<file path="config.mk">
export PLATFORM = sky130hd
export DESIGN_NAME = chan_regs
export DESIGN_NICKNAME = d
export VERILOG_FILES = /design/src/wfd_pkg.sv /design/src/chan_regs.sv
export SDC_FILE = /design/constraint.sdc
export NUM_CORES = 1
export LEC_CHECK = 0
export ABC_CLOCK_PERIOD_IN_PS = 1800
export BUFFER_PORTS_ARGS = -buffer_cell sky130_fd_sc_hd__buf_4
export CAP_MARGIN = 25
export CELL_PAD_IN_SITES_DETAIL_PLACEMENT = 1
export CELL_PAD_IN_SITES_GLOBAL_PLACEMENT = 2
export CORE_ASPECT_RATIO = 1.5
export CORE_MARGIN = 2
export CORE_UTILIZATION = 23
export CTS_BUF_LIST = sky130_fd_sc_hd__clkbuf_16
export CTS_CLUSTER_SIZE = 28
export DETAILED_ROUTE_END_ITERATION = 16
export PLACE_DENSITY = 0.91
export SLEW_MARGIN = 10
export SYNTH_ARGS = -nofsm -noshare
export SYNTH_HDL_FRONTEND = slang
export SYNTH_SLANG_ARGS = --single-unit
</file>
<file path="constraint.sdc">
create_clock -name clk50 -period 1.8 [get_ports clk50]
set_clock_uncertainty 0.1 [all_clocks]
set_input_delay 0.36 -clock clk50 [delete_from_list [all_inputs] [get_ports clk50]]
set_output_delay 0.36 -clock clk50 [all_outputs]
set_load 0.02 [all_outputs]
</file>
<file path="src/wfd_pkg.sv">
package wfd_pkg;

	////////////////////////////////////////////////////////////
	// widths

	localparam int SAMPLE_W   = 12;                 // adc sample
	localparam int LANES      = 8;                  // samples per burst
	localparam int LANE_W     = 16;                 // ovr flag, 3 zero bits, sample
	localparam int WORD_W     = 128;                // buffer word
	localparam int TX_W       = 32;                 // transmit word
	localparam int BURST_W    = 8;                  // burst count registers
	localparam int FILL_NUM_W = 24;                 // fill number
	localparam int TAG_W      = 16;                 // channel tag
	localparam int CH_ADDR_W  = 3;                  // channel address jumpers
	localparam int MARK_W     = 16;                 // header marker

	// address field of the write port, header plus the largest burst count
	localparam int FILL_ADDR_W = BURST_W + 1;

	localparam logic [MARK_W-1:0] HEADER_MARK = 16'ha5f1;  // top bits of every header

	// fill type, same encoding as the acq_enable pins
	typedef enum logic [1:0] {
		FILL_NONE  = 2'd0,                          // not enabled
		FILL_MUON  = 2'd1,
		FILL_LASER = 2'd2,
		FILL_PED   = 2'd3                           // pedestal
	} fill_type_t;

	// channel configuration, register block to acquisition
	typedef struct packed {
		logic [TAG_W-1:0]   channel_tag;
		logic [BURST_W-1:0] muon_bursts;
		logic [BURST_W-1:0] laser_bursts;
		logic [BURST_W-1:0] ped_bursts;
	} acq_cfg_t;

	localparam int HDR_PAD_W = WORD_W - MARK_W - CH_ADDR_W - 2 - BURST_W - TAG_W - FILL_NUM_W;

	// header word, always at buffer address 0
	typedef struct packed {
		logic [MARK_W-1:0]     mark;
		logic [HDR_PAD_W-1:0]  pad;                 // zero
		logic [CH_ADDR_W-1:0]  ch_addr;
		fill_type_t            fill_type;
		logic [BURST_W-1:0]    burst_cnt;
		logic [TAG_W-1:0]      channel_tag;
		logic [FILL_NUM_W-1:0] fill_num;
	} fill_header_t;

	// lane 0 holds the earliest sample, in the low bits
	typedef logic [LANES-1:0][LANE_W-1:0] burst_t;

	// address 0 reads as a header, every other address as a burst
	typedef union packed {
		fill_header_t hdr;
		burst_t       burst;
	} fill_word_u;

	// buffer write port
	typedef struct packed {
		logic                   en;
		logic [FILL_ADDR_W-1:0] addr;
		fill_word_u             data;
	} buf_wr_t;

endpackage
</file>
<file path="src/chan_regs.sv">
`timescale 1ns/1ps

module chan_regs import wfd_pkg::*; (
	input  logic                  clk50,
	input  logic                  rst,
	input  logic                  reg_wr,           // write strobe
	input  logic [3:0]            reg_addr,
	input  logic [31:0]           reg_wdata,
	output logic [31:0]           reg_rdata,        // combinational readback
	input  logic [FILL_NUM_W-1:0] fill_num,         // live fill number
	output acq_cfg_t              cfg,
	output logic                  fill_num_load,    // one cycle, with the write
	output logic [FILL_NUM_W-1:0] fill_num_init
);

	// register map
	localparam logic [3:0] REG_TAG   = 4'd0;
	localparam logic [3:0] REG_MUON  = 4'd1;
	localparam logic [3:0] REG_LASER = 4'd2;
	localparam logic [3:0] REG_PED   = 4'd3;
	localparam logic [3:0] REG_FILL  = 4'd4;        // write loads, read returns fill_num

	////////////////////////////////////////////////////////////
	// write decode

	always_ff @(posedge clk50) begin
		if (rst) begin
			cfg <= '0;
		end else if (reg_wr) begin
			case (reg_addr)
				REG_TAG:   cfg.channel_tag  <= reg_wdata[TAG_W-1:0];
				REG_MUON:  cfg.muon_bursts  <= reg_wdata[BURST_W-1:0];
				REG_LASER: cfg.laser_bursts <= reg_wdata[BURST_W-1:0];
				REG_PED:   cfg.ped_bursts   <= reg_wdata[BURST_W-1:0];
				default: ;                          // fill number handled below
			endcase
		end
	end

	// initial fill number is not stored here, the counter in adc_acq takes it
	assign fill_num_load = reg_wr && (reg_addr == REG_FILL);
	assign fill_num_init = reg_wdata[FILL_NUM_W-1:0];

	////////////////////////////////////////////////////////////
	// readback

	always_comb begin
		case (reg_addr)
			REG_TAG:   reg_rdata = 32'(cfg.channel_tag);
			REG_MUON:  reg_rdata = 32'(cfg.muon_bursts);
			REG_LASER: reg_rdata = 32'(cfg.laser_bursts);
			REG_PED:   reg_rdata = 32'(cfg.ped_bursts);
			REG_FILL:  reg_rdata = 32'(fill_num);
			default:   reg_rdata = '0;              // unmapped
		endcase
	end

endmodule

</file>
==> summary.txt <==
Worst setup path
  • Worst path arrival time: 1.36 ns
  • CP endpoint kind: primary output
  • CP required: 1.34 ns
  • Worst Path Max Fanout: 6
  • Crit path kind: input port to primary output
  • Worst Setup Start Kind: input port

STA
  • Setup violators final: 6
  • Max-slew violations: 0
  • Fin worst setup slack: -0.0231 ns
  • Tmin final: 1.82 ns
  • Peak Freq: 549 MHz
  • Final Hold Vio Count: 0
  • Worst hold slack: 0.255 ns
  • RSZ-0062 raised after global routing: true
  • Period Utilization, post-route: 1.01

Floorplan
  • Core ar.: 10500 um^2
  • Die Wd: 88.6 um
  • Ports: 160
  • FP Rows: 46
  • Initial Util: 0.234
  • Die H: 131 um
  • DIE AREA: 11600 um^2

Global routing
  • Vias in the first global route: 2297
  • Met1 GRT Util: 0.156
  • First-pass GRT wire length: 12400 um
  • Gr ovfl total: 0
  • Busiest grt layer: met2
  • GRT Total Usage: 0.140
  • Initial antenna violation count: 0
  • M2 GR Usage: 0.270
  • GRT met3 Usage: 0.0188
  • Pin count of the biggest net entering global routing: 57

Power and ir drop
  • Flop pwr share: 0.386
  • Comb pwr share: 0.182
  • VDD IR max: 352 uV
  • Sw Pwr: 0.000584 W
  • Power consumption: 0.00235 W
  • LEAKAGE: 1.81 nW
  • Power per cell area: 620 nW/um^2
  • Clk network pwr share: 0.432
  • Int Power: 0.00176 W
  • Switching share of power: 0.249

Synthesis
  • Netlist cell types: 34
  • Mapped Area: 2470 um^2
  • Seq cells post-synth: 40
  • Seq/Total Area, Yosys: 0.325
  • Share of the synthesized area in the top cell type: 0.325
  • Syn Area/Cell: 9.64 um^2
  • Syn. warnings: 0
  • Area leader, netlist: dfxtp_1
  • Post-Syn Instances: 256
  • Top area cells in the synthesized netlist: dfxtp_1 32%, mux2i_1 18%, nand2b_1 12%

Clocking
  • CTS tree: built
  • Hold_buf cts: 0
  • H-tree Lvls: 2
  • Clock Tree Buf Depth: 2
  • TritonCTS buffer count: 5
  • Root Buffer Master: clkbuf_16
  • Worst-path clk slew: 0.06 ns
  • CTS sink cnt: 40
  • Clk_lat worst skew: 0.28 ns

Cells and area
  • Diode count: 0
  • Top flop regs: cfg x40
  • Commonest non-fill, non-tap cell in the layout: buf_4
  • Nets: 437
  • Max reg flops: 40
  • Most flop-heavy register: cfg
  • Synth-to-Final Area Change: 53.4%
  • Most frequent cells in the layout: 137 x buf_4, 48 x nand2b_1, 45 x mux2i_1, 40 x dfxtp_1, 14 x buf_6
  • Share of cells above drive strength 1: 0.491
  • Layout fillers: 1237

Drt
  • WL/cell: 16.0 um
  • DRT Pass-1 Iters: 4
  • Vias/cell: 4.31
  • First DRT Iteration DRCs: 66
  • Total Wirelength: 8320 um
  • Post-route antenna net violation count: 0
  • Via count: 2239
  • DRC: 0

Outcome
  • Status: finished, violations left
  • Violated checks: setup timing

Placement
  • Gp weighted congestion: 0.745
  • Dpl hpwl: 6500 um
  • IO Port Bufs: 127

Hold path
  • Kind of path behind the tightest hold check: input port to flip-flop

Job
  • MaxCap Viol Count: 0
[metrics by stage]
stage | setup WS, ns | utilization | area [um^2] | instances | setup TNS, ns
final | -0.0231 | 0.359 | 3790 | 519 | -0.0411
after global routing | -0.0693 | 0.359 | 3790 | 519 | -0.671
after CTS | -0.0311 | 0.356 | 3750 | 518 | -0.201
after detailed placement | -0.119 | 0.331 | 3480 | 507 | -1.26
after global placement | -0.123 | 0.331 | 3480 | 507 | -1.32
after floorplan | 0.0157 | - | 2530 | 263 | 0
[final timing paths]
| check | slack, ns | start | depth (start not counted) | end |
|---|---|---|---|---|
| min reg2reg | 0.40 | cfg[11] | 2 | cfg[11] |
| max reg2reg | 1.02 | cfg[39] | 2 | cfg[39] |
| max | -0.02 | reg_addr[2] | 7 | reg_rdata[7] |
| min | 0.26 | reg_wdata[8] | 3 | cfg[32] |
[kinds of logic after synthesis]
family,Yosys count,synth area share
and+or+nand+nor,93,0.262
buffers and inverters,50,0.147
muxes,46,0.187
DFF,40,0.325
AOI/OAI and AO/OA,26,0.0781
other,1,0.00152
[final cells by class]
type | instances | area [um^2] | area share
multi-input combinational | 173 | 1400 | 0.369
timing repair buffer | 154 | 1240 | 0.328
sequential | 40 | 801 | 0.212
tap | 144 | 180 | 0.0476
clock buffer | 5 | 125 | 0.0330
clock inverter | 3 | 42.5 | 0.0112
[critical path: stages]
cell and delay [ns]:
buf_12 0.11, buf_6 0.11, nor4_4 0.31, buf_4 0.17, nand2_1 0.06, o221ai_2 0.07
buf_4 0.17
[synthesized netlist by cell type, drive strengths merged]
library cell and instances:
nand3 3, nor2 2, buf 44, and2 10
mux2i 45, nor3 1, nor2b 2, nand2b 48
a22o 8, o211ai 2, mux2 1, nand4b 8
o21ai 8, a22oi 2, and3b 1, nor3b 1
conb 1, nor4 1, or2 2, nand3b 2
dfxtp 40, nand2 9, clkbuf 6, o221ai 6
nor4b 1, or3 2
[routing by layer]
layer | share of wire | up-vias | wire length [um]
li1 | - | 1077 | -
met1 | 0.38 | 1089 | 3180
met2 | 0.57 | 67 | 4740
met3 | 0.038 | 6 | 315
met4 | 0.010 | 0 | 87
met5 | 0 | - | 0
[power by group through the flow]
stage	sequential, W	combinational (W)	clock [W]
2_1_floorplan	0.000938	0.000258	0
3_3_place_gp	0.000927	0.000397	0
3_5_place_dp	0.000927	0.000403	0
4_1_cts	0.000907	0.000423	0.00104
5_1_grt	0.000908	0.000456	0.00107
6_report	0.000907	0.000427	0.00101
[repair_timing]
action	4_1_cts	5_1_grt
endpoints found under the hold margin	0	0
buffers inserted	3	1
endpoints found under the setup margin	16	25
gates resized for setup	20	8
gates cloned	0	0
pin swaps	10	4
Power figures use the tool's default switching activity.
