--- config.mk ---
export PLATFORM = sky130hd
export DESIGN_NAME = adc_acq
export DESIGN_NICKNAME = d
export VERILOG_FILES = /design/src/wfd_pkg.sv /design/src/adc_acq.sv
export SDC_FILE = /design/constraint.sdc
export NUM_CORES = 1
export LEC_CHECK = 0
export BUFFER_PORTS_ARGS = -buffer_cell sky130_fd_sc_hd__buf_2
export CAP_MARGIN = 20
export CORE_UTILIZATION = 50
export CTS_BUF_LIST = sky130_fd_sc_hd__clkbuf_8 sky130_fd_sc_hd__clkbuf_16
export CTS_CLUSTER_SIZE = 40
export DETAILED_ROUTE_END_ITERATION = 6
export PLACE_DENSITY = 0.81
export SLEW_MARGIN = 20
export SYNTH_ARGS = -nofsm -noshare
export SYNTH_HDL_FRONTEND = slang
export SYNTH_SLANG_ARGS = --single-unit
--- constraint.sdc ---
create_clock -name clk50 -period 7 [get_ports clk50]
set_input_delay 0.7 -clock clk50 [delete_from_list [all_inputs] [get_ports clk50]]
set_output_delay 0.7 -clock clk50 [all_outputs]
set_load 0.03 [all_outputs]
--- src/wfd_pkg.sv ---
package wfd_pkg;

	////////////////////////////////////////////////////////////
	// widths

	localparam int SAMPLE_W   = 12;                 // adc sample
	localparam int LANES      = 8;                  // samples per burst
	localparam int LANE_W     = 16;                 // ovr flag, 3 zero bits, sample
	localparam int WORD_W     = 128;                // buffer word
	localparam int TX_W       = 32;                 // transmit word
	localparam int BURST_W    = 8;                  // burst count registers
	localparam int FILL_NUM_W = 24;                 // fill number
	localparam int TAG_W      = 16;                 // channel tag
	localparam int CH_ADDR_W  = 3;                  // channel address jumpers
	localparam int MARK_W     = 16;                 // header marker

	// address field of the write port, header plus the largest burst count
	localparam int FILL_ADDR_W = BURST_W + 1;

	localparam logic [MARK_W-1:0] HEADER_MARK = 16'ha5f1;  // top bits of every header

	// fill type, same encoding as the acq_enable pins
	typedef enum logic [1:0] {
		FILL_NONE  = 2'd0,                          // not enabled
		FILL_MUON  = 2'd1,
		FILL_LASER = 2'd2,
		FILL_PED   = 2'd3                           // pedestal
	} fill_type_t;

	// channel configuration, register block to acquisition
	typedef struct packed {
		logic [TAG_W-1:0]   channel_tag;
		logic [BURST_W-1:0] muon_bursts;
		logic [BURST_W-1:0] laser_bursts;
		logic [BURST_W-1:0] ped_bursts;
	} acq_cfg_t;

	localparam int HDR_PAD_W = WORD_W - MARK_W - CH_ADDR_W - 2 - BURST_W - TAG_W - FILL_NUM_W;

	// header word, always at buffer address 0
	typedef struct packed {
		logic [MARK_W-1:0]     mark;
		logic [HDR_PAD_W-1:0]  pad;                 // zero
		logic [CH_ADDR_W-1:0]  ch_addr;
		fill_type_t            fill_type;
		logic [BURST_W-1:0]    burst_cnt;
		logic [TAG_W-1:0]      channel_tag;
		logic [FILL_NUM_W-1:0] fill_num;
	} fill_header_t;

	// lane 0 holds the earliest sample, in the low bits
	typedef logic [LANES-1:0][LANE_W-1:0] burst_t;

	// address 0 reads as a header, every other address as a burst
	typedef union packed {
		fill_header_t hdr;
		burst_t       burst;
	} fill_word_u;

	// buffer write port
	typedef struct packed {
		logic                   en;
		logic [FILL_ADDR_W-1:0] addr;
		fill_word_u             data;
	} buf_wr_t;

endpackage
--- src/adc_acq.sv ---
`timescale 1ns/1ps

module adc_acq import wfd_pkg::*; #(
	parameter int BUF_ADDR_W = 9
) (
	input  logic                  clk50,
	input  logic                  rst,
	input  acq_cfg_t              cfg,
	input  logic                  fill_num_load,
	input  logic [FILL_NUM_W-1:0] fill_num_init,
	output logic [FILL_NUM_W-1:0] fill_num,
	input  logic [CH_ADDR_W-1:0]  ch_addr,
	input  fill_type_t            acq_enable,
	input  logic                  acq_trig,
	input  logic [SAMPLE_W-1:0]   adc_data,
	input  logic                  adc_ovr,
	input  logic                  fill_held,
	output buf_wr_t               buf_wr,
	output logic                  fill_end,         // sets fill_held in the buffer
	output logic                  acq_done,
	output logic                  led1,             // red, active low
	output logic                  led2              // green, active low
);

	localparam int LANE_CNT_W = $clog2(LANES);
	localparam logic [LANE_CNT_W-1:0] LANE_LAST = LANE_CNT_W'(LANES - 1);

	typedef enum logic [1:0] {
		ST_IDLE,
		ST_HEADER,                                  // header on the write port
		ST_SAMPLING
	} acq_state_t;

	acq_state_t            state;
	logic [BURST_W-1:0]    sel_bursts;              // count for the enabled fill type
	logic [BURST_W-1:0]    bursts_left;             // bursts still to collect
	logic [LANE_CNT_W-1:0] lane_cnt;
	logic                  wr_en;
	logic                  wr_last;                 // write port holds the last word
	logic [BUF_ADDR_W-1:0] wr_addr;
	fill_word_u            wr_word;
	burst_t                shreg;                   // samples shift in from the top
	logic [LANE_W-1:0]     new_lane;
	fill_header_t          hdr;
	logic                  accept;
	logic                  sampling;
	logic                  burst_full;
	logic                  fill_over;               // last word written this edge

	always_comb begin
		case (acq_enable)
			FILL_MUON:  sel_bursts = cfg.muon_bursts;
			FILL_LASER: sel_bursts = cfg.laser_bursts;
			FILL_PED:   sel_bursts = cfg.ped_bursts;
			default:    sel_bursts = '0;
		endcase
	end

	// fill_end covers the edge before fill_held rises
	assign accept     = (state == ST_IDLE) && acq_trig && (acq_enable != FILL_NONE)
		&& !fill_held && !fill_end;
	assign sampling   = (state != ST_IDLE) && (bursts_left != '0);
	assign burst_full = sampling && (lane_cnt == LANE_LAST);
	assign fill_over  = wr_en && wr_last;
	assign new_lane   = {adc_ovr, {(LANE_W - SAMPLE_W - 1){1'b0}}, adc_data};

	always_comb begin
		hdr             = '0;
		hdr.mark        = HEADER_MARK;
		hdr.ch_addr     = ch_addr;
		hdr.fill_type   = acq_enable;
		hdr.burst_cnt   = sel_bursts;
		hdr.channel_tag = cfg.channel_tag;
		hdr.fill_num    = fill_num;                 // number before this fill's increment
	end

	////////////////////////////////////////////////////////////
	// control

	always_ff @(posedge clk50) begin
		if (rst) begin
			state       <= ST_IDLE;
			bursts_left <= '0;
			lane_cnt    <= '0;
			wr_en       <= 1'b0;
			wr_last     <= 1'b0;
			acq_done    <= 1'b0;
			fill_num    <= '0;
		end else begin
			wr_en    <= 1'b0;
			acq_done <= fill_over;                  // edge after the last write
			if (fill_num_load)
				fill_num <= fill_num_init;          // preload wins
			else if (fill_over)
				fill_num <= fill_num + 1'b1;
			case (state)
				ST_IDLE: begin
					if (accept) begin
						state       <= ST_HEADER;
						bursts_left <= sel_bursts;
						lane_cnt    <= '0;
						wr_en       <= 1'b1;        // header goes out first
						wr_last     <= (sel_bursts == '0);
					end
				end
				ST_HEADER, ST_SAMPLING: begin
					state <= fill_over ? ST_IDLE : ST_SAMPLING;
					if (sampling) begin
						lane_cnt <= lane_cnt + 1'b1;    // wraps after the eighth lane
						if (burst_full) begin
							wr_en       <= 1'b1;
							wr_last     <= (bursts_left == 1);
							bursts_left <= bursts_left - 1'b1;
						end
					end
				end
				default: state <= ST_IDLE;
			endcase
		end
	end

	////////////////////////////////////////////////////////////
	// data path

	always_ff @(posedge clk50) begin
		if (accept) begin
			wr_addr     <= '0;
			wr_word.hdr <= hdr;
		end else if (burst_full) begin
			wr_addr       <= wr_addr + 1'b1;        // burst b lands at b+1
			wr_word.burst <= {new_lane, shreg[LANES-1:1]};
		end
		if (sampling)
			shreg <= {new_lane, shreg[LANES-1:1]};  // oldest ends in lane 0
	end

	always_comb begin
		buf_wr.en   = wr_en;
		buf_wr.addr = FILL_ADDR_W'(wr_addr);
		buf_wr.data = wr_word;
	end

	assign fill_end = acq_done;

	// led: orange while acquiring, red while a fill waits, else green
	always_comb begin
		if (state != ST_IDLE)
			{led1, led2} = 2'b00;
		else if (fill_held || acq_done)
			{led1, led2} = 2'b01;
		else
			{led1, led2} = 2'b10;
	end

endmodule

==> impl_results.md <==
* Starting Density at 0.511
* Post-CTS setup buffer count at 0
* RSZ-0062 raised after global routing: no
* Post-DRT Antenna Nets at 0
* Post-place instance area at 11300 µm²
* Via count at 7390
* First-pass GRT wire length at 35.6 mm
* Final Util at 0.622
* CTS tree: yes
* Main synth FF type: edfxtp_1
* Most frequent cell after synthesis: nand2_1
* Crit start category: register
* CTS clk-pin slew, worst paths at 0.06 ns
* Die Area at 20500 µm²
* Yosys warns at 0
* # port buffers at 238
* Max Freq at 327 MHz
* Post-synth ARST share at 0
* Pin count of the biggest net entering global routing at 107
* Slack of the worst reg-to-reg path at 3.94 ns
* Worst Max-Slew Pin Slew at 0.992 ns
* Mapped Area at 9970 µm²
* Crit path max fanout at 64
* Die Wd at 143 µm
* R2r endpoint: wr_word[33]
* I/O pins at 253
* Max-cap violations at 0
* Longest Clk Path Bufs at 3
* DRC Markers at 0
* Final nets at 1228
* Power Dens Cells at 273 nW/µm²
* Fraction of layout instances using a drive strength above 1 at 0.262
* Status: complete, no violations
* Worst Hold Depth at 1
* Slowest stage delay, CP at 0.55 ns
* CTS resizes at 0
* Reg-to-Reg Start: bursts_left[0]
* Inserted Diodes at 0
* Leakage at 0.00503 µW
* Number of fill cells in the layout at 1585
* Critical Path RT at 7.21 ns
* Via density at 5.22
* Crit end category: register
* Hold Buf Count CTS at 0
* Congestion Overflow GR at 0
* CTS Buf Count at 25
* Total power draw at 3310 µW
* Post-Route WL at 23.1 mm
* Post-synth top cells: nand2_1, edfxtp_1, dfxtp_1
* Post-synth EDFFs at 144
* Final hold violations at 0
* Most Frequent Cell on Critical Path: buf_4
* Die Y-Extent at 143 µm
* Worst Hold Class: input port to register
* Post-synth cell types at 53
* Area delta synth->final at 21.8%
* Row cnt at 51
* WL per Instance at 16.3 µm
* Slew Viols, Final at 0
* Htree depth at 1
* Placement Setup Slack at 3.97 ns
* Tcrit/Tclk final at 0.437
* Cells after synthesis at 911
* Skew-Pair Late Insertion Delay at 0.53 ns
* Arr. time, crit path at 3.27 ns
* Worst slew margin at 0.338
* Min setup slack post-route at 3.94 ns
* Clock tree sinks at 254
* Most area-hungry cell type in the Yosys netlist: edfxtp_1
* HPWL after DPL at 15.7 mm
* Initial antenna violation count at 0
* Hold path endpoint: shreg[119]
* Kind of critical path: register to register
* Yosys top cell area share at 0.434
* Worst R2R Path Depth at 7
* Critical Path Slowest Stage Cell: buf_4
* Sequential fraction of the synthesis area at 0.655
* Worst setup path startpoint: bursts_left[0]
* Core Area at 19500 µm²
* Iter 0 DRT Violations at 492
* Gr usage total at 0.223
* Seq cells post-synth at 254
* Setup-failing EPs final at 0
* Post-Route Skew at 0.0194 ns
* Maximum vdd ir drop at 241 µV
* Vias in the first global route at 7020
* Final RePlAce weighted congestion at 0.847
* HP Start: adc_data[7]
* Design area at 12100 µm²
* Mean Syn Cell Area at 10.9 µm²
* Fin crit period at 3.06 ns
* CTS root buffer: clkbuf_16
* Top cell family by delay on the critical path: buffers and inverters
* 1st-pass router iterations at 7
* Setup TNS at 0 ns
* CP Cell Sequence: inv_1 -> ha_1 -> or4b_4 -> o211ai_4 -> buf_4 -> nand2_2 -> buf_4
* Buf/Inv on CP at 3
* Ranking of synthesized cells by area: edfxtp_1, dfxtp_1, nand2_1
[cell families (layout without fill, tap and decap cells)]
kind of cell / after synthesis / count (layout) / synth area share
xor+xnor: 31 / 31 / 0.0272
simple gates: 395 / 395 / 0.170
buf+inv: 72 / 299 / 0.0365
compound gates: 132 / 132 / 0.0804
mux: 17 / 17 / 0.0197
fa+ha+maj: 9 / 9 / 0.0113
other cells: 1 / 14 / 0.000376
flops: 254 / 254 / 0.655
[flip-flops by register name, indices dropped and copies added (netlist names)]
register	cells
wr_en	1
wr_last	1
shreg	91
wr_word	114
acq_done	1
fill_num	24
state	2
lane_cnt	3
wr_addr	9
bursts_left	8
[area by class of cell]
type | count | area [µm²] | area share
Sequential cell | 254 | 6530 | 0.537
Inverter | 9 | 33.8 | 0.00278
Tap cell | 265 | 332 | 0.0273
Multi-Input combinational cell | 598 | 3170 | 0.261
Clock inverter | 16 | 138 | 0.0113
Timing Repair Buffer | 244 | 1240 | 0.102
Clock buffer | 30 | 706 | 0.0581
[placed cells by master, fill, tap and decap left out, types with 2 or more instances in the layout]
cell / n
nand2_1: 275
buf_2: 238
edfxtp_1: 144
dfxtp_1: 110
a21oi_1: 74
nor2_1: 41
clkbuf_16: 26
xor2_1: 23
nand3_1: 21
nand4_1: 18
a211oi_1: 16
inv_1: 14
conb_1: 14
ha_1: 9
and3_1: 8
o21ai_0: 8
xnor2_1: 8
nor3_1: 7
mux2i_1: 7
a22o_1: 7
mux2_2: 7
clkinv_2: 7
and2_1: 6
and4_1: 5
buf_4: 5
nor2b_1: 4
o21ai_1: 4
clkbuf_8: 4
o211ai_4: 2
a21o_1: 2
a22oi_1: 2
or3_1: 2
o21bai_1: 2
nor4_1: 2
o211ai_1: 2
o22ai_1: 2
a31oi_1: 2
bufinv_16: 2
[stage by stage]
step | std cells | hold WS, ns
3_3_place_gp | 1370 | 0.429
6_report | 1416 | 0.356
5_1_grt | 1416 | 0.338
3_5_place_dp | 1370 | 0.434
2_1_floorplan | 924 | 0.426
4_1_cts | 1416 | 0.338
[worst max path at each step]
| stage | endpoint | depth (start not counted) |
|---|---|---|
| floorplan | lane_cnt[0] | 4 |
| global placement | wr_word[23] | 7 |
| detailed placement | wr_word[10] | 7 |
| CTS | wr_word[16] | 7 |
| global route | wr_word[37] | 7 |
| finish | wr_word[33] | 7 |
[power breakdown]
part	switching, µW	leakage, µW	total (µW)	internal [µW]
combinational	199	0.00238	283	84.9
sequential	41.3	0.00221	1690	1650
clock	548	0.000447	1340	792
total	788	0.00503	3310	2530
[metal layers]
| layer | vias up | global-route usage | wire length (µm) |
|---|---|---|---|
| met2 | 295 | 0.388 | 11100 |
| met1 | 3471 | 0.266 | 9320 |
| met4 | 0 | 0.0736 | 669 |
| met3 | 53 | 0.0620 | 1990 |
| met5 | - | 0 | 0 |
| li1 | 3571 | - | - |
(Power assumes the default switching activity.)
