===== src/wfd_pkg.sv =====
package wfd_pkg;

	////////////////////////////////////////////////////////////
	// widths

	localparam int SAMPLE_W   = 12;                 // adc sample
	localparam int LANES      = 8;                  // samples per burst
	localparam int LANE_W     = 16;                 // ovr flag, 3 zero bits, sample
	localparam int WORD_W     = 128;                // buffer word
	localparam int TX_W       = 32;                 // transmit word
	localparam int BURST_W    = 8;                  // burst count registers
	localparam int FILL_NUM_W = 24;                 // fill number
	localparam int TAG_W      = 16;                 // channel tag
	localparam int CH_ADDR_W  = 3;                  // channel address jumpers
	localparam int MARK_W     = 16;                 // header marker

	// address field of the write port, header plus the largest burst count
	localparam int FILL_ADDR_W = BURST_W + 1;

	localparam logic [MARK_W-1:0] HEADER_MARK = 16'ha5f1;  // top bits of every header

	// fill type, same encoding as the acq_enable pins
	typedef enum logic [1:0] {
		FILL_NONE  = 2'd0,                          // not enabled
		FILL_MUON  = 2'd1,
		FILL_LASER = 2'd2,
		FILL_PED   = 2'd3                           // pedestal
	} fill_type_t;

	// channel configuration, register block to acquisition
	typedef struct packed {
		logic [TAG_W-1:0]   channel_tag;
		logic [BURST_W-1:0] muon_bursts;
		logic [BURST_W-1:0] laser_bursts;
		logic [BURST_W-1:0] ped_bursts;
	} acq_cfg_t;

	localparam int HDR_PAD_W = WORD_W - MARK_W - CH_ADDR_W - 2 - BURST_W - TAG_W - FILL_NUM_W;

	// header word, always at buffer address 0
	typedef struct packed {
		logic [MARK_W-1:0]     mark;
		logic [HDR_PAD_W-1:0]  pad;                 // zero
		logic [CH_ADDR_W-1:0]  ch_addr;
		fill_type_t            fill_type;
		logic [BURST_W-1:0]    burst_cnt;
		logic [TAG_W-1:0]      channel_tag;
		logic [FILL_NUM_W-1:0] fill_num;
	} fill_header_t;

	// lane 0 holds the earliest sample, in the low bits
	typedef logic [LANES-1:0][LANE_W-1:0] burst_t;

	// address 0 reads as a header, every other address as a burst
	typedef union packed {
		fill_header_t hdr;
		burst_t       burst;
	} fill_word_u;

	// buffer write port
	typedef struct packed {
		logic                   en;
		logic [FILL_ADDR_W-1:0] addr;
		fill_word_u             data;
	} buf_wr_t;

endpackage

===== src/fill_readout.sv =====
`timescale 1ns/1ps

module fill_readout import wfd_pkg::*; #(
	parameter int BUF_ADDR_W = 9
) (
	input  logic                  clk50,
	input  logic                  rst,
	input  logic                  fill_held,
	output logic [BUF_ADDR_W-1:0] rd_addr,
	input  fill_word_u            rd_data,
	input  logic                  readout_pause,    // hold off new words
	input  logic                  tx_ready,
	output logic [TX_W-1:0]       tx_data,
	output logic [TX_W/8-1:0]     tx_keep,
	output logic                  tx_valid,
	output logic                  tx_last,
	output logic                  fill_release      // pulse after the last handshake
);

	localparam int QUARTERS = WORD_W / TX_W;
	localparam int QW       = $clog2(QUARTERS);
	localparam logic [QW-1:0] Q_LAST = QW'(QUARTERS - 1);
	localparam logic [QW-1:0] Q_PREV = QW'(QUARTERS - 2);

	typedef enum logic [1:0] {
		RD_IDLE,
		RD_FETCH,                                   // address out, data next cycle
		RD_LOAD,                                    // rd_data valid, wait for no pause
		RD_SEND
	} rd_state_t;

	rd_state_t             state;
	logic [WORD_W-1:0]     shreg;                   // word being sent, low quarter first
	logic [QW-1:0]         qcnt;                    // quarter on tx_data
	logic [BUF_ADDR_W-1:0] cur_word;                // address of the word in shreg
	logic [BUF_ADDR_W-1:0] last_word;               // burst count from the header
	logic                  load_word;
	logic                  tx_hs;

	assign tx_hs     = tx_valid && tx_ready;
	assign load_word = (state == RD_LOAD) && !readout_pause;
	assign tx_data   = shreg[TX_W-1:0];
	assign tx_keep   = '1;

	////////////////////////////////////////////////////////////
	// sequencing

	always_ff @(posedge clk50) begin
		if (rst) begin
			state        <= RD_IDLE;
			rd_addr      <= '0;
			qcnt         <= '0;
			cur_word     <= '0;
			last_word    <= '0;
			tx_valid     <= 1'b0;
			tx_last      <= 1'b0;
			fill_release <= 1'b0;
		end else begin
			fill_release <= 1'b0;
			case (state)
				RD_IDLE: begin
					// fill_held still high on the edge of the release pulse
					if (fill_held && !fill_release)
						state <= RD_FETCH;
				end
				RD_FETCH: state <= RD_LOAD;
				RD_LOAD: begin
					if (!readout_pause) begin
						state    <= RD_SEND;
						tx_valid <= 1'b1;
						tx_last  <= 1'b0;
						qcnt     <= '0;
						cur_word <= rd_addr;
						if (rd_addr == '0)
							last_word <= BUF_ADDR_W'(rd_data.hdr.burst_cnt);
					end
				end
				RD_SEND: begin
					if (tx_hs) begin
						if (tx_last) begin
							state        <= RD_IDLE;
							tx_valid     <= 1'b0;
							tx_last      <= 1'b0;
							rd_addr      <= '0;     // ready for the next header
							fill_release <= 1'b1;
						end else if (qcnt == Q_LAST) begin
							state    <= RD_LOAD;
							tx_valid <= 1'b0;
						end else begin
							qcnt     <= qcnt + 1'b1;
							tx_valid <= !readout_pause;
							tx_last  <= (qcnt == Q_PREV) && (cur_word == last_word);
							if (qcnt == Q_PREV)
								rd_addr <= cur_word + 1'b1;  // fetch under the last quarter
						end
					end else if (!tx_valid && !readout_pause) begin
						tx_valid <= 1'b1;           // pause lifted
					end
				end
				default: state <= RD_IDLE;
			endcase
		end
	end

	////////////////////////////////////////////////////////////
	// 128 to 32 bit serialiser

	always_ff @(posedge clk50) begin
		if (load_word)
			shreg <= rd_data;
		else if (tx_hs)
			shreg <= {{TX_W{1'b0}}, shreg[WORD_W-1:TX_W]};
	end

endmodule


===== config.mk =====
export PLATFORM = sky130hd
export DESIGN_NAME = fill_readout
export DESIGN_NICKNAME = d
export VERILOG_FILES = /design/src/wfd_pkg.sv /design/src/fill_readout.sv
export SDC_FILE = /design/constraint.sdc
export NUM_CORES = 1
export LEC_CHECK = 0
export BUFFER_PORTS_ARGS = -buffer_cell sky130_fd_sc_hd__buf_2
export CORE_ASPECT_RATIO = 0.8
export CORE_MARGIN = 2
export CORE_UTILIZATION = 50
export DETAILED_ROUTE_END_ITERATION = 6
export GPL_ROUTABILITY_DRIVEN = 0
export HOLD_SLACK_MARGIN = 0.1
export MAX_ROUTING_LAYER = met4
export PLACE_DENSITY = 0.76
export SLEW_MARGIN = 10
export SYNTH_ARGS = -nofsm -noshare
export SYNTH_HDL_FRONTEND = slang
export SYNTH_SLANG_ARGS = --single-unit

===== constraint.sdc =====
create_clock -name clk50 -period 8.7 [get_ports clk50]
set_input_delay 1.74 -clock clk50 [delete_from_list [all_inputs] [get_ports clk50]]
set_output_delay 1.74 -clock clk50 [all_outputs]
set_load 0.05 [all_outputs]

==> flow_summary.yaml, run 1 <==
status:
  outcome: "completed"
floorplanning:
  num_rows: 38
  start_util: 0.5154
  dieHeight_um: 110.3
  die_width_um: 136.8
  core-area_sq_um: 13690
  die-area_sq_um: 15090
  io_pins: 181
clock_tree:
  postCtsSetupRepairBufs: 0
  cts_sinks: 161
  cts_hold_buffers: 0
  htree_levels: 4
  cts_tree: "yes"
  cts_resized: 0
  root_buffer: "clkbuf_16"
  clock_path_buffers: 2
  cts_buffers: 17
  path_clk_slew_ns: 0.06
  insertion_delay_ns: 0.43
cells_and_area:
  drive_gt1_frac: 0.2581
  fin_cells: 1009
  area_growth_pct: 19.66
  fillers: 1146
  final_area_sq_um: 8446
  antenna_cells: 0
  final_core_util: 0.6168
  nets: 953
timing:
  relSlewSlack: 0.2859
  slew_violations: 0
  fin_ws_ns: 4.547
  skew_ns: 0.004225
  min_period_ns: 4.153
  rsz0062_at_grt: "no"
  period_share: 0.4774
  fmax_ghz: 0.2408
  finalSetupTns_ns: 0
  setup-violations-final: 0
  tightest_slew_ns: 1.071
  hold_violations: 0
place:
  place_area_sq_um: 7777
  post-place-ws_ns: 4.072
  portBuffers: 176
  dp_cells: 978
  dp_hpwl_um: 9080
detailed_routing:
  antenna_left: 0
  firstDrtPassIters: 4
  drt-initial-drc-count: 405
  route.detailed.wl_per_inst_um: 13.73
  vias: 4851
  drc: 0
  via_per_inst: 4.808
  drt-total-wl_um: 13850
worst_setup_path:
  arrival_ns: 4.21
  crit_type: "input pin to flop"
  critPathLaunchType: "input pin"
  cp.required_ns: 8.76
  end_kind: "flop"
  cp_max_fo: 108
yosys:
  async_flop_share: 0
  ys_ff_latch: 161
  netlist_instances: 687
  synth_edf_count: 128
  syn_avg_cell_area_sq_um: 10.27
  ys.flop_type: "edfxtp_1"
  synth_most_common_cell: "nand2_1"
  ys_seq_area_frac: 0.6382
  yosys.area.top_type_share: 0.5446
  ys_types: 39
  netlist_area_sq_um: 7058
  synth_top_cell_by_area: "edfxtp_1"
  ys_top_cells_by_area: "edfxtp_1 (54%), nand2_1 (17%), dfxtp_1 (9.4%)"
  synthTopCellsByCount: "nand2_1 (312), edfxtp_1 (128), buf_4 (38)"
  synth_warnings: 0
global_route:
  antenna_found_initial: 0
  grtUsageTotal: 0.1972
  grt_pass1_vias: 4505
  grt_max_degree: 109
  grt.overflow.total: 0
  grt_first_pass_wirelength_um: 21440
power_and_ir_drop:
  power_density_nw_per_um2: 224.2
  leakage_nw: 3.750
  ir_drop_mv: 0.1454
run:
  drv_cap: 0
worst_hold_path:
  hp-class: "flop to flop"
## report_power, final
group | internal (mW) | switching [mW] | leakage (nW)
combinational | 0.0511 | 0.107 | 1.99
sequential | 0.879 | 0.0121 | 1.44
clock | 0.559 | 0.285 | 0.323
total | 1.49 | 0.404 | 3.75
## path summary, 6_finish.rpt
| kind | startpoint | depth (start not counted) | endpoint | slack, ns |
|---|---|---|---|---|
| worst max-delay path | readout_pause | 6 | shreg[104] | 4.55 |
| worst min-delay path | rd_addr[4] | 2 | cur_word[4] | 0.49 |
| worst max register to register | state[0] | 4 | shreg[104] | 5.45 |
| worst min register to register | rd_addr[4] | 2 | cur_word[4] | 0.49 |
## cell families after synthesis
family	synth area share
DFF	0.6382
muxes	0.01135
AOI/OAI and AO/OA	0.02517
xor gates and xnor gates	0.01861
and+or+nand+nor	0.2381
adders and majority gates	0.005319
buffers and inverters	0.06276
other	0.0005313
## registers in the layout, indices dropped and copies added, names as in the netlist
| name | cells |
|---|---|
| fill_release | 1 |
| state | 2 |
| last_word | 8 |
| shreg | 128 |
| tx_valid | 1 |
| qcnt | 2 |
| cur_word | 9 |
| tx_last | 1 |
| rd_addr | 9 |
## layout by cell type, fill, tap and decap left out, types with 5 or more instances in the layout
cell type	n
a21oi_1	13
and2_1	32
buf_2	176
bufinv_16	7
clkbuf_16	17
dfxtp_1	33
edfxtp_1	128
mux2i_1	8
nand2_1	311
nand3_1	5
nand3b_1	5
nor2_1	21
xnor2_1	5
xor2_1	10
## per-layer routing
metal,vias up,GRT usage,routed length (um)
met2,175,0.3014,6369
met4,0,0.09720,307
met1,2166,0.2484,6168
li1,2488,-,-
met3,22,0.04847,1008
met5,-,-,0
## critical path, cell delays in order
cell and delay [ns]:
buf_2 0.11, inv_1 0.07, nand3b_1 0.08, buf_4 0.81, nand2_4 0.68, buf_4 0.61
## area by class of cell
class	count	area, sq um	area share
timing repair buffer	180	910.9	0.1079
tap	180	225.2	0.02667
clock inverter	14	242.7	0.02874
sequential	161	4504	0.5333
clock buffer	17	425.4	0.05037
inverter	2	7.507	0.0008889
multi-input combinational	455	2130	0.2521
## metrics by stage
step / hold slack, ns / power [mW]
after detailed placement: 0.4808 / 1.067
after global routing: 0.5162 / 1.963
after CTS: 0.4876 / 1.910
final: 0.4878 / 1.894
after global placement: 0.4748 / 1.063
after floorplan: 0.4620 / 1.025
Note: power is estimated with default switching activity, not from simulation.
==> inputs of run 2 (changes only) <==
--- a/config.mk
+++ b/config.mk
@@ -8,7 +8,7 @@
 export BUFFER_PORTS_ARGS = -buffer_cell sky130_fd_sc_hd__buf_2
 export CORE_ASPECT_RATIO = 0.8
 export CORE_MARGIN = 2
-export CORE_UTILIZATION = 50
+export CORE_UTILIZATION = 48
 export DETAILED_ROUTE_END_ITERATION = 6
 export GPL_ROUTABILITY_DRIVEN = 0
 export HOLD_SLACK_MARGIN = 0.1
==> constraint.sdc (replaced) <==
create_clock -name clk50 -period 3.8 [get_ports clk50]
set_input_delay 0.76 -clock clk50 [delete_from_list [all_inputs] [get_ports clk50]]
set_output_delay 0.76 -clock clk50 [all_outputs]
set_load 0.05 [all_outputs]
==> run 2 against run 1 <==
Net effect:
- final area down 0.90%
- routed wire length is 0.79% lower
- sequential power up 130%
- total power is 120% higher
- non-clock buffer count unchanged
- first-iteration DRC count shrank 19%
- combinational power rose by 130%
- worst hold slack improved by 0.0023 ns
==> flow_summary.yaml, run 2 (synthesized netlist as in run 1, its figures left out) <==
floorplanning:
  start_util: 0.4920
  die_width_um: 139.6
  io_pins: 181
  core-area_sq_um: 14350
  dieHeight_um: 112.5
  num_rows: 39
  die-area_sq_um: 15700
worst_setup_path:
  path_cells: "nand3b_1 -> nand2_8"
  slowest_stage: "nand2_8"
  end_kind: "flop"
  cp.required_ns: 3.83
  max_stage_delay_ns: 0.69
  critPathLaunchType: "flop"
  cp_max_fo: 128
  arrival_ns: 2.09
  r2r_start: "state[1]"
  crit_path_start: "state[1]"
  crit_type: "flop to flop"
clock_tree:
  insertion_delay_ns: 0.41
  cts_sinks: 161
  cts_tree: "yes"
  htree_levels: 4
  clock_path_buffers: 2
  path_clk_slew_ns: 0.06
  cts_resized: 0
  postCtsSetupRepairBufs: 0
  cts_buffers: 17
  root_buffer: "clkbuf_16"
  cts_hold_buffers: 0
timing:
  min_period_ns: 2.056
  period_share: 0.5411
  fin_ws_ns: 1.744
  rsz0062_at_grt: "no"
  skew_ns: 0.006878
  setup-violations-final: 0
  fmax_ghz: 0.4863
  tightest_slew_ns: 1.003
  finalSetupTns_ns: 0
  relSlewSlack: 0.3315
  hold_violations: 0
  slew_violations: 0
power_and_ir_drop:
  fin_total_pwr_mw: 4.084
  leakage_nw: 3.702
  power_density_nw_per_um2: 488.0
  ir_drop_mv: 0.2886
place:
  dp_cells: 982
  dp_hpwl_um: 8906
  portBuffers: 176
  post-place-ws_ns: 1.385
  place_area_sq_um: 7791
detailed_routing:
  via_per_inst: 4.853
  firstDrtPassIters: 5
  route.detailed.wl_per_inst_um: 13.54
  drt-total-wl_um: 13740
  drc: 0
  vias: 4926
  antenna_left: 0
  drt-initial-drc-count: 330
cells_and_area:
  largest_reg_flops: 128
  top_regs: "shreg x128, cur_word x9, rd_addr x9"
  nets: 953
  area_growth_pct: 18.58
  final_common_cell: "nand2_1"
  drive_gt1_frac: 0.2554
  top_register: "shreg"
  final_cell_mix: "nand2_1 (311), buf_2 (176), edfxtp_1 (128)"
  final_area_sq_um: 8369
  fin_cells: 1015
worst_hold_path:
  hp-class: "flop to flop"
  hold_start: "qcnt[1]"
global_route:
  grtUsageTotal: 0.1854
  grt_max_degree: 129
  grt.overflow.total: 0
  grt_first_pass_wirelength_um: 22340
  grt_pass1_vias: 4554
  antenna_found_initial: 1
status:
  outcome: "completed"
run:
  drv_cap: 0
run 2: cell types whose count changed in the layout (fill, tap and decap cells not counted), sizes merged:
cell,before,now
clkinvlp,1,2
bufinv,7,3
diode,0,1
clkinv,6,7
clkbuf,17,19
inv,2,3
run 2: path summary, 6_finish.rpt:
kind         slack (ns)         to  cells past startpoint
min reg2reg        0.49    qcnt[1]                      2
min                0.49    qcnt[1]                      2
max reg2reg        1.74  shreg[40]                      2
max                1.74  shreg[40]                      2
run 2: per-stage QoR:
step / hold slack, ns / util
after floorplan: 0.4620 / -
after global placement: 0.4796 / 0.5431
after detailed placement: 0.4881 / 0.5431
after CTS: 0.4962 / 0.5832
after global routing: 0.5177 / 0.5834
final: 0.4901 / 0.5834
run 2: cell type report:
| cell class | instances | area, sq um |
|---|---|---|
| tap | 184 | 230.2 |
| timing repair buffer | 180 | 910.9 |
| sequential | 161 | 4504 |
| antenna | 1 | 2.502 |
| clock inverter | 13 | 142.6 |
| clock buffer | 19 | 432.9 |
| inverter | 2 | 7.507 |
| multi-input combinational | 455 | 2138 |
| fill | 1227 | 5977 |
run 2: worst max-delay path: cells and delay by family (launching register included):
kind / cells / cell delay (ns)
DFF: 1 / 0.52
and+or+nand+nor: 2 / 0.98
run 2: power breakdown:
group          switching [mW]  internal, mW
clock                   0.663          1.02
sequential             0.0270          2.01
combinational           0.242         0.117
run 2: layer usage:
layer / global-route usage / wire length (um)
met1: 0.2486 / 6260
met2: 0.2797 / 6383
met3: 0.04693 / 925
met4: 0.06000 / 173
met5: - / 0
==> inputs of run 3 (changes only) <==
--- a/config.mk
+++ b/config.mk
@@ -8,7 +8,7 @@
 export BUFFER_PORTS_ARGS = -buffer_cell sky130_fd_sc_hd__buf_2
 export CORE_ASPECT_RATIO = 0.8
 export CORE_MARGIN = 2
-export CORE_UTILIZATION = 48
+export CORE_UTILIZATION = 50
 export DETAILED_ROUTE_END_ITERATION = 6
 export GPL_ROUTABILITY_DRIVEN = 0
 export HOLD_SLACK_MARGIN = 0.1
==> constraint.sdc (replaced) <==
create_clock -name clk50 -period 2 [get_ports clk50]
set_input_delay 0.4 -clock clk50 [delete_from_list [all_inputs] [get_ports clk50]]
set_output_delay 0.4 -clock clk50 [all_outputs]
set_load 0.05 [all_outputs]
==> run 3 against run 2 <==
Net effect:
- via count rose by 0.95%
- worst hold slack got worse by 0.25 ns
- non-clock buffer count rose by 8
- first-iteration DRC count rose by 3.3%
- register-to-register slack got worse by 1.5 ns
- final area rose by 2.5%
- sequential cell count did not move
- critical path type unchanged
- largest cell class unchanged
==> flow_summary.yaml, run 3 (synthesized netlist as in run 1, its figures left out) <==
cells_and_area:
  area_growth_pct: 21.57
  fillers: 1126
  largest_reg_flops: 128
  multi_input_area_sq_um: 2138
  regArea_sq_um: 4504
  final_cell_mix: "nand2_1 (311), buf_2 (176), edfxtp_1 (128)"
  final_common_cell: "nand2_1"
  drive_gt1_frac: 0.2697
  nets: 961
  final_area_sq_um: 8581
  top_regs: "shreg x128, cur_word x9, rd_addr x9"
  top_register: "shreg"
place:
  post-place-ws_ns: 0.1900
  place_area_sq_um: 7946
  dp_hpwl_um: 9571
  portBuffers: 176
detailed_routing:
  drt-initial-drc-count: 341
  vias: 4973
  firstDrtPassIters: 4
  drt-total-wl_um: 13950
  via_per_inst: 4.880
  antenna_left: 0
  route.detailed.wl_per_inst_um: 13.69
  drc: 0
floorplanning:
  die-area_sq_um: 15090
  dieHeight_um: 110.3
  die_width_um: 136.8
  io_pins: 181
  core-area_sq_um: 13690
  start_util: 0.5154
  num_rows: 38
timing:
  period_share: 0.8611
  finalSetupTns_ns: 0
  setup-violations-final: 0
  slew_violations: 0
  skew_ns: 0.008210
  fin_ws_ns: 0.2777
  hold_violations: 0
  tightest_slew_ns: 0.6195
  fmax_ghz: 0.5806
  relSlewSlack: 0.5870
  rsz0062_at_grt: "no"
  min_period_ns: 1.722
clock_tree:
  cts_buffers: 17
  htree_levels: 4
  cts_tree: "yes"
  postCtsSetupRepairBufs: 0
  root_buffer: "clkbuf_16"
  path_clk_slew_ns: 0.06
  cts_hold_buffers: 0
  cts_sinks: 161
  insertion_delay_ns: 0.41
  cts_resized: 0
  clock_path_buffers: 2
global_route:
  grt.overflow.total: 0
  grt_first_pass_wirelength_um: 21960
  grt_pass1_vias: 4630
  grtUsageTotal: 0.1946
  grt_max_degree: 65
  antenna_found_initial: 1
status:
  outcome: "completed"
worst_setup_path:
  cp_max_fo: 8
  end_kind: "flop"
  arrival_ns: 1.99
  critPathLaunchType: "flop"
  crit_type: "flop to flop"
  cp.required_ns: 2.27
power_and_ir_drop:
  leakage_nw: 3.818
  power_density_nw_per_um2: 923.5
  ir_drop_mv: 0.5519
worst_hold_path:
  hp-class: "input pin to flop"
run:
  drv_cap: 0
run 3: cell count changes in the layout (fill, tap and decap cells not counted), sizes merged:
cell	before	now
buf	180	188
bufinv	3	0
clkbuf	19	28
clkinv	7	1
clkinvlp	2	0
inv	3	5
run 3: stage by stage:
step,hold slack (ns),util,cells,power (mW)
after CTS,0.2315,0.6265,1018,7.994
after floorplan,0.4620,-,690,4.442
final,0.2451,0.6266,1019,7.924
after global routing,0.2439,0.6266,1019,8.217
after detailed placement,0.4821,0.5803,986,4.684
after global placement,0.4754,0.5803,986,4.664
run 3: layout make-up:
| class | count | share of cell area |
|---|---|---|
| multi-input cells | 455 | 0.2492 |
| inverters | 2 | 0.0008749 |
| flip-flops and latches | 161 | 0.5249 |
| well taps | 180 | 0.02625 |
| diodes | 1 | 0.0002916 |
| clock inverters | 4 | 0.003062 |
| repair buffers | 188 | 0.1248 |
| clock buffers | 28 | 0.07057 |
run 3: final timing paths:
path          startpoint      endpoint  slack [ns]  depth (start not counted)
max             state[1]  last_word[4]        0.28                          4
min          rd_data[83]     shreg[83]        0.25                          3
max reg2reg     state[1]  last_word[4]        0.28                          4
min reg2reg   rd_addr[6]   cur_word[6]        0.49                          2
run 3: report_power, final:
part	internal, mW	switching, mW	leakage, nW
Clock	2.08	1.24	0.318
Sequential	3.82	0.0494	1.44
Combinational	0.263	0.472	2.06
run 3: per-layer routing:
metal / GRT usage / vias up / share of wire
met3: 0.04070 / 18 / 0.056
met2: 0.3021 / 152 / 0.47
li1: - / 2508 / -
met1: 0.2558 / 2295 / 0.46
met5: - / - / 0
met4: 0.07216 / 0 / 0.017
run 3: critical path, cell delays in order, from the launching register on:
cell and delay [ns]:
dfxtp_1 0.41, nor3b_4 0.42, nand4_2 0.40, mux2i_1 0.29, nor2_1 0.06
